==> config.mk <==
export PLATFORM = sky130hd
export DESIGN_NAME = cache_ctrl
export DESIGN_NICKNAME = d
export VERILOG_FILES = /design/src/hdl/cache_pkg.sv /design/src/hdl/cache_ctrl.sv
export SDC_FILE = /design/constraint.sdc
export NUM_CORES = 1
export LEC_CHECK = 0
export BUFFER_PORTS_ARGS = -buffer_cell sky130_fd_sc_hd__buf_2
export CORE_AREA = 4 4 234 236
export DETAILED_ROUTE_END_ITERATION = 10
export DIE_AREA = 0 0 238 240
export GPL_TIMING_DRIVEN = 0
export PLACE_DENSITY_LB_ADDON = 0.15
export SYNTH_ARGS = -nofsm -noshare
export SYNTH_HDL_FRONTEND = slang
export SYNTH_SLANG_ARGS = --single-unit
==> constraint.sdc <==
create_clock -name clk -period 11.19 [get_ports clk]
set_input_delay 2.238 -clock clk [delete_from_list [all_inputs] [get_ports clk]]
set_output_delay 2.238 -clock clk [all_outputs]
set_load 0.05 [all_outputs]
==> src/hdl/cache_pkg.sv <==
package cache_pkg;

    localparam int NUM_WAYS       = 2;   // one lru bit per set covers two ways
    localparam int TAG_BITS       = 20;
    localparam int OFFSET_BITS    = 4;   // byte offset inside a 16-byte line
    localparam int WORDS_PER_LINE = 4;

    typedef logic [31:0]          word_t;
    typedef logic [TAG_BITS-1:0]  tag_t;
    typedef logic [NUM_WAYS-1:0]  way_vec_t;   // one bit per way

    localparam logic OP_READ  = 1'b0;
    localparam logic OP_WRITE = 1'b1;

    typedef enum logic [2:0] {
        IDLE,
        LOOKUP,
        MISS,      // writeback of a dirty victim
        REPLACE,   // refill request to memory
        REFILL,
        WRITE      // write hit updates the bank
    } ctrl_state_t;

endpackage

==> src/hdl/cache_ctrl.sv <==
`timescale 1ns/10ps

module cache_ctrl #(
    parameter int INDEX_BITS = 8
) (
    input  logic                                   clk,
    input  logic                                   resetn,
    input  logic                                   valid,
    input  logic                                   op,
    input  logic [INDEX_BITS-1:0]                  index,
    input  cache_pkg::tag_t                        tag,
    input  logic [cache_pkg::OFFSET_BITS-1:0]      offset,
    input  logic [3:0]                             wstrb,
    input  cache_pkg::word_t                       wdata,
    output logic                                   addr_ok,
    output logic                                   data_ok,
    output cache_pkg::word_t                       rdata,
    output logic                                   rd_req,
    output logic [31:0]                            rd_addr,
    input  logic                                   rd_rdy,
    input  logic                                   ret_valid,
    input  logic                                   ret_last,
    input  cache_pkg::word_t                       ret_data,
    output logic                                   wr_req,
    output logic [31:0]                            wr_addr,
    output logic [cache_pkg::WORDS_PER_LINE*32-1:0] wr_data,
    input  logic                                   wr_rdy,
    output logic [INDEX_BITS-1:0]                  way_index,
    output logic [cache_pkg::OFFSET_BITS-1:0]      lookup_offset,
    output cache_pkg::way_vec_t                    tag_wen,
    output logic [cache_pkg::NUM_WAYS-1:0][cache_pkg::WORDS_PER_LINE-1:0] data_wen,
    output cache_pkg::way_vec_t                    valid_wen,
    output cache_pkg::way_vec_t                    dirty_wen,
    output cache_pkg::tag_t                        wtag,
    output cache_pkg::word_t                       wword,
    output logic                                   valid_in,
    output logic                                   dirty_in,
    input  logic                                   hit,
    input  cache_pkg::way_vec_t                    hit_way,
    input  cache_pkg::word_t                       sel_word,
    input  cache_pkg::way_vec_t                    victim_way,
    input  logic                                   victim_dirty,
    input  cache_pkg::tag_t                        victim_tag,
    input  logic [cache_pkg::WORDS_PER_LINE*32-1:0] victim_line,
    output logic                                   lru_touch,
    output cache_pkg::way_vec_t                    lru_way
);

    cache_pkg::ctrl_state_t state, next_state;

    logic                  req_op;
    logic [INDEX_BITS-1:0] req_index;
    cache_pkg::tag_t       req_tag;
    logic [3:0]            req_wstrb;
    cache_pkg::word_t      req_wdata;
    logic [1:0]            req_word;
    cache_pkg::way_vec_t   repl_way;      // hit way, or victim on a miss
    logic                  vict_dirty_q;
    cache_pkg::tag_t       vict_tag_q;
    logic [cache_pkg::WORDS_PER_LINE*32-1:0] vict_line_q;
    logic [1:0]            beat_cnt;
    cache_pkg::word_t      miss_word;
    cache_pkg::word_t      refill_word;
    logic                  last_beat;
    logic [1:0]            wr_bank;
    logic                  bank_we;

    function automatic cache_pkg::word_t merge_word(input cache_pkg::word_t old_word,
                                                    input cache_pkg::word_t new_word,
                                                    input logic [3:0] strb);
        cache_pkg::word_t res;
        res = old_word;
        for (int b = 0; b < 4; b++) begin
            if (strb[b]) begin
                res[8*b +: 8] = new_word[8*b +: 8];
            end
        end
        return res;
    endfunction

    always_ff @(posedge clk) begin
        if (!resetn) begin
            state <= cache_pkg::IDLE;
        end else begin
            state <= next_state;
        end
    end

    always_comb begin
        next_state = state;
        case (state)
            cache_pkg::IDLE:    if (valid) next_state = cache_pkg::LOOKUP;
            cache_pkg::LOOKUP: begin
                if (!hit) begin
                    next_state = cache_pkg::MISS;
                end else if (req_op == cache_pkg::OP_WRITE) begin
                    next_state = cache_pkg::WRITE;
                end else begin
                    next_state = cache_pkg::IDLE;
                end
            end
            cache_pkg::WRITE:   next_state = cache_pkg::IDLE;
            cache_pkg::MISS:    if (!vict_dirty_q || wr_rdy) next_state = cache_pkg::REPLACE;
            cache_pkg::REPLACE: if (rd_rdy) next_state = cache_pkg::REFILL;
            cache_pkg::REFILL:  if (last_beat) next_state = cache_pkg::IDLE;
            default:            next_state = cache_pkg::IDLE;
        endcase
    end

    always_ff @(posedge clk) begin
        if (state == cache_pkg::IDLE && valid) begin   // accept the request
            req_op    <= op;
            req_index <= index;
            req_tag   <= tag;
            req_wstrb <= wstrb;
            req_wdata <= wdata;
            req_word  <= offset[cache_pkg::OFFSET_BITS-1:2];
        end
        if (state == cache_pkg::LOOKUP) begin
            repl_way     <= hit ? hit_way : victim_way;
            vict_dirty_q <= victim_dirty;
            vict_tag_q   <= victim_tag;
            vict_line_q  <= victim_line;   // held for the writeback
        end
        if (state == cache_pkg::REFILL && ret_valid && beat_cnt == req_word) begin
            miss_word <= refill_word;
        end
    end

    always_ff @(posedge clk) begin
        if (!resetn || state == cache_pkg::REPLACE) begin
            beat_cnt <= '0;
        end else if (state == cache_pkg::REFILL && ret_valid) begin
            beat_cnt <= beat_cnt + 2'd1;
        end
    end

    assign last_beat   = (state == cache_pkg::REFILL) && ret_valid && ret_last;
    assign refill_word = (beat_cnt == req_word && req_op == cache_pkg::OP_WRITE)
                         ? merge_word(ret_data, req_wdata, req_wstrb) : ret_data;

    assign addr_ok = (state == cache_pkg::IDLE);
    assign data_ok = (state == cache_pkg::LOOKUP && hit) || last_beat;
    assign rdata   = (state == cache_pkg::LOOKUP) ? sel_word
                   : (beat_cnt == req_word) ? ret_data : miss_word;

    assign rd_req  = (state == cache_pkg::REPLACE);
    assign rd_addr = 32'({req_tag, req_index, cache_pkg::OFFSET_BITS'(0)});
    assign wr_req  = (state == cache_pkg::MISS) && vict_dirty_q;
    assign wr_addr = 32'({vict_tag_q, req_index, cache_pkg::OFFSET_BITS'(0)});
    assign wr_data = vict_line_q;

    assign way_index     = (state == cache_pkg::IDLE) ? index : req_index;
    assign lookup_offset = {req_word, 2'b00};
    assign wtag          = req_tag;
    assign wword         = (state == cache_pkg::WRITE)
                           ? merge_word(sel_word, req_wdata, req_wstrb) : refill_word;
    assign valid_in      = 1'b1;
    assign dirty_in      = (req_op == cache_pkg::OP_WRITE);   // a read refill leaves it clean

    assign wr_bank = (state == cache_pkg::WRITE) ? req_word : beat_cnt;
    assign bank_we = (state == cache_pkg::WRITE) || (state == cache_pkg::REFILL && ret_valid);

    always_comb begin
        for (int w = 0; w < cache_pkg::NUM_WAYS; w++) begin
            for (int b = 0; b < cache_pkg::WORDS_PER_LINE; b++) begin
                data_wen[w][b] = bank_we && repl_way[w] && (wr_bank == b);
            end
        end
    end

    assign tag_wen   = last_beat ? repl_way : '0;
    assign valid_wen = last_beat ? repl_way : '0;
    assign dirty_wen = (last_beat || state == cache_pkg::WRITE) ? repl_way : '0;

    assign lru_touch = (state == cache_pkg::LOOKUP && hit) || last_beat;
    assign lru_way   = (state == cache_pkg::LOOKUP) ? hit_way : repl_way;

    a_rd_req_held: assert property (@(posedge clk) disable iff (!resetn)
        rd_req && !rd_rdy |=> rd_req) else $error("rd_req dropped before rd_rdy");

    a_ok_exclusive: assert property (@(posedge clk) disable iff (!resetn)
        !(data_ok && addr_ok)) else $error("data_ok together with addr_ok");

endmodule

Yosys cells after proc, flatten, opt, wreduce, memory -nomap -nowiden. Cells that the tools add are included.

Bits in registers: 255. Bits of input ports: 294. Output and inout bits: 311. Logic and storage cells: 79.

Add/sub/neg operators: 1. Eq/ne operators: 13. Multiplexer cells: 25. Reduce and logical (&&, ||, !) cells: 27.

Operator list (count): two-way mux 32 bit (4); two-way mux 8 bit (9); two-way mux 3 bit (6); logical AND 1 bit (17); case mux 3 bit (5 select lines) (1); two-way mux 2 bit (5); == test 3 x 2 -> 1 bit (second input constant) (2); == test 3 bit (second input constant) (2); inequality test 2 bit (second input constant) (3); logical OR 1 bit (5); == test 2 bit (second input constant) (2); AND reduction 4 bit (1); == test 3 x 1 -> 1 bit (second input constant) (1); zero test 3 bit (1); adder 2 x 1 -> 2 bit (second input constant) (1); == test 2 x 1 -> 1 bit (second input constant) (1); == test 2 bit (1); zero test 1 bit (2); zero test 2 bit (1); inequality test 2 x 1 -> 1 bit (second input constant) (1).

Logic depth before layout (Yosys ltp).
Depth in word-level cells: 5. Mapped depth: 7. Depth with buffers taken out: 4.

Worst setup path after synthesis. No wires, ideal clock.

Path kind: register to output. Start: register state[0]. End: output lru_touch. Arrival: 5.966 ns. Data required time: 8.952 ns. Path slack: 2.986 ns. Stages on the path, launching flop included: 7. Path buffers: 2. Cell sequence: dfxtp_1 > nand2b_1 > nor2_1 > clkbuf_1 > nand2_1 > nand2_1 > buf_4.

Word-level cells in the longest chain between the ends: 4. Elaborated cells between the ends (all ways): 6. Classes of those cells: eq/ne: 2; reduce/logical: 4.

RTL lines: from (decl) (RTL line cache_ctrl.sv:49) `cache_pkg::ctrl_state_t state, next_state;`; from (signal assigned) (RTL line cache_ctrl.sv:83) `state <= cache_pkg::IDLE;`; from (signal assigned) (RTL line cache_ctrl.sv:85) `state <= next_state;`; == test 3 bit (RTL line cache_ctrl.sv:138) `assign last_beat = (state == cache_pkg::REFILL) && ret_valid && ret_last;`; logical AND 1 bit (2 in series) (RTL line cache_ctrl.sv:138); logical OR 1 bit (*); to (decl) (RTL line cache_ctrl.sv:45) `output logic lru_touch,`.

Mark *: on every way between the ends. The rest lies on a longest branch, timed or not.

==> results.sh <==
export IMPL_status="completed"
export IMPL_worstHoldStart="req_wdata[2]$_DFFE_PP_"
export IMPL_maxCapViolCount=0
export IMPL_worstMarginPinSlew_ns=0.889
export IMPL_peakVddDrop_mv=0.124
export IMPL_r2r_start="state[2]$_SDFFE_PN0P_"
export IMPL_synth_ff_type="edfxtp_1"
export IMPL_grt_pass1_wl_um=61500
export IMPL_multi_input_area_mm2=0.00271
export IMPL_fin_crit_ns=5.60
export IMPL_rsz0062_at_grt="no"
export IMPL_cts_sink_count=255
export IMPL_finalClockSkew_ns=0.0117
export IMPL_drive_above_1_share=0.592
export IMPL_synth_edf_count=250
export IMPL_final_max_slew_viol_count=0
export IMPL_yosysMostFrequentCell="edfxtp_1"
export IMPL_cts_buffers=31
export IMPL_grt_ovfl_total=0
export IMPL_dp_hpwl_um=35600
export IMPL_fillers=5418
export IMPL_ys_seq_elements=255
export IMPL_max_freq_mhz=179
export IMPL_r2r_setup_slack_ns=8.78
export IMPL_cp_required_ns=8.95
export IMPL_period_share=0.500
export IMPL_grt_max_degree=48
export IMPL_core_mm2=0.0524
export IMPL_worst_endpoint_arrival_ns=3.36
export IMPL_cp_endpoint="data_wen[1]"
export IMPL_yosysUniqueCellTypes=40
export IMPL_globalplace_congestion=0.766
export IMPL_hp_class="register to register"
export IMPL_relSlewSlack=0.407
export IMPL_endpoint_kind="output port"
export IMPL_vias=8190
export IMPL_cts_setup_buffers=0
export IMPL_wl_um=45000
export IMPL_final_setup_viol_count=0
export IMPL_p_per_area_mw_per_mm2=189
export IMPL_cp_max_fo=4
export IMPL_cts_hold_buf=0
export IMPL_yosysTopAreaCell="edfxtp_1"
export IMPL_dr_first_iter_drc_count=356
export IMPL_ctsResizeCount=0
export IMPL_clk_path_buf_depth=3
export IMPL_area_growth_pct=46.1
export IMPL_timing_hold_ws_ns=0.575
export IMPL_critPathKind="primary input to output port"
export IMPL_seqCellArea_mm2=0.00761
export IMPL_std_cell_rows=84
export IMPL_grt_usage=0.148
export IMPL_drc_errors=0
export IMPL_fin_ws_ns=5.59
export IMPL_die_y_um=240
export IMPL_insertion_delay_ns=0.57
export IMPL_synth_top_area_share=0.689
export IMPL_synthCells=683
export IMPL_synthTopCellsByCount="edfxtp_1, nor2_1, mux2_4"
export IMPL_syn_area_per_cell_um2=15.9
export IMPL_initial_core_util=0.208
export IMPL_hold_viol_final=0
export IMPL_first_global_vias=8438
export IMPL_num_io_pins=605
export IMPL_dieWidth_um=238
export IMPL_drt_vias_per_instance=4.00
export IMPL_critPathLaunchType="primary input"
export IMPL_r2r_cells=4
export IMPL_drt_wirelength_per_cell_um=22.0
export IMPL_nets=1615
export IMPL_io_buffers=591
export IMPL_dr_pass1_iters=4
export IMPL_ys_top_cells_by_area="edfxtp_1, mux2_4, buf_4"
export IMPL_cts_tree="yes"
export IMPL_pre_cts_ws_ns=5.60
export IMPL_htreeDepth=1
export IMPL_synth_seq_area_share=0.698
export IMPL_clk_pin_slew_ns=0.07
export IMPL_crit_start="ret_valid"
export IMPL_netlist_area_mm2=0.0109
export IMPL_drtAntennaViolNets=0
export IMPL_cts_root_buf="clkbuf_16"
export IMPL_fin_util=0.303
export IMPL_yosysWarnings=0
export IMPL_dieArea_mm2=0.0571
export IMPL_antenna_found_initial=31
export IMPL_worstHoldPathCells=1
export IMPL_reg2reg_to="req_wdata[14]$_DFFE_PP_"
export IMPL_leakagePower_nw=6.87
export IMPL_synth_async_sr_flop_share=0
power by group:
| part | internal [mW] | leakage [nW] | switching, mW |
|---|---|---|---|
| Clock | 0.594 | 0.475 | 0.412 |
| Combinational | 0.201 | 4.02 | 0.617 |
| Sequential | 1.15 | 2.38 | 0.0282 |
| Total | 1.95 | 6.87 | 1.06 |
stage by stage:
| stage | total power, mW | instances | cell area, um2 | setup TNS, ns |
|---|---|---|---|---|
| global placement | 2.05 | 1971 | 14700 | -0.144 |
| finish | 3.01 | 2045 | 15900 | 0 |
| CTS | 3.06 | 2030 | 15900 | 0 |
| global route | 3.14 | 2034 | 15900 | 0 |
| detailed placement | 2.04 | 1976 | 14900 | 0 |
| floorplan | 1.78 | 692 | 10900 | 0 |
critical path: stages:
cell and delay, ns:
buf_2 0.11, nor2_1 0.04, nor3b_1 0.26, nand2_1 0.24, nor2_1 0.17, buf_2 0.30
logic make-up after synthesis:
group,after synthesis,share of synthesized area
multiplexers,104,0.123
AO/OA/AOI/OAI,80,0.0508
other,2,0.000689
buffers and inverters,79,0.0564
XOR/XNOR,3,0.00310
AND/OR/NAND/NOR,160,0.0672
flip-flops,255,0.698
layout by cell type (no fill, tap or decap), types with 5 or more instances in the layout:
master / n
diode_2: 15
nor3_1: 15
o21ai_1: 10
clkinv_2: 6
nor2_1: 73
dfxtp_1: 5
mux2_2: 15
and3_1: 9
buf_4: 43
buf_6: 11
o21ai_0: 23
buf_2: 602
a31oi_1: 5
clkbuf_1: 10
nor3b_1: 5
mux2_4: 57
o22ai_1: 28
mux2i_1: 32
edfxtp_1: 250
nand2_1: 41
conb_1: 11
clkbuf_16: 31
registers in the layout (all words and copies together), names as in the netlist:
| signal | count |
|---|---|
| wr_data | 128 |
| beat_cnt | 2 |
| req_wdata | 32 |
| repl_way | 2 |
| dirty_in | 1 |
| vict_dirty_q | 1 |
| wtag | 20 |
| req_wstrb | 4 |
| req_index | 8 |
| req_word | 2 |
| state | 3 |
| vict_tag_q | 20 |
| miss_word | 32 |
final cells by class:
type | count | area share
Sequential cell | 255 | 0.478
Inverter | 4 | 0.000944
Buffer | 75 | 0.0379
Clock inverter | 18 | 0.0123
Timing Repair Buffer | 596 | 0.194
Clock buffer | 36 | 0.0499
Antenna cell | 15 | 0.00236
Multi-Input combinational cell | 358 | 0.170
Tap cell | 688 | 0.0541
worst min path at each step:
stage / endpoint / slack, ns
6_report: miss_word[2]$_DFFE_PP_ / 0.58
4_1_cts: miss_word[21]$_DFFE_PP_ / 0.58
3_5_place_dp: miss_word[29]$_DFFE_PP_ / 0.56
3_3_place_gp: miss_word[7]$_DFFE_PP_ / 0.56
5_1_grt: miss_word[23]$_DFFE_PP_ / 0.59
2_1_floorplan: miss_word[0]$_DFFE_PP_ / 0.55
routing by layer:
metal,global-route usage,vias to the layer above,routed length (um),share of wire
met1,0.161,3878,16100,0.36
met5,0,-,164,0.0036
met4,0.0426,24,1160,0.026
li1,-,3818,-,-
met3,0.0616,78,4580,0.10
met2,0.266,392,23000,0.51
No activity file was read; power rests on OpenSTA's default activity.
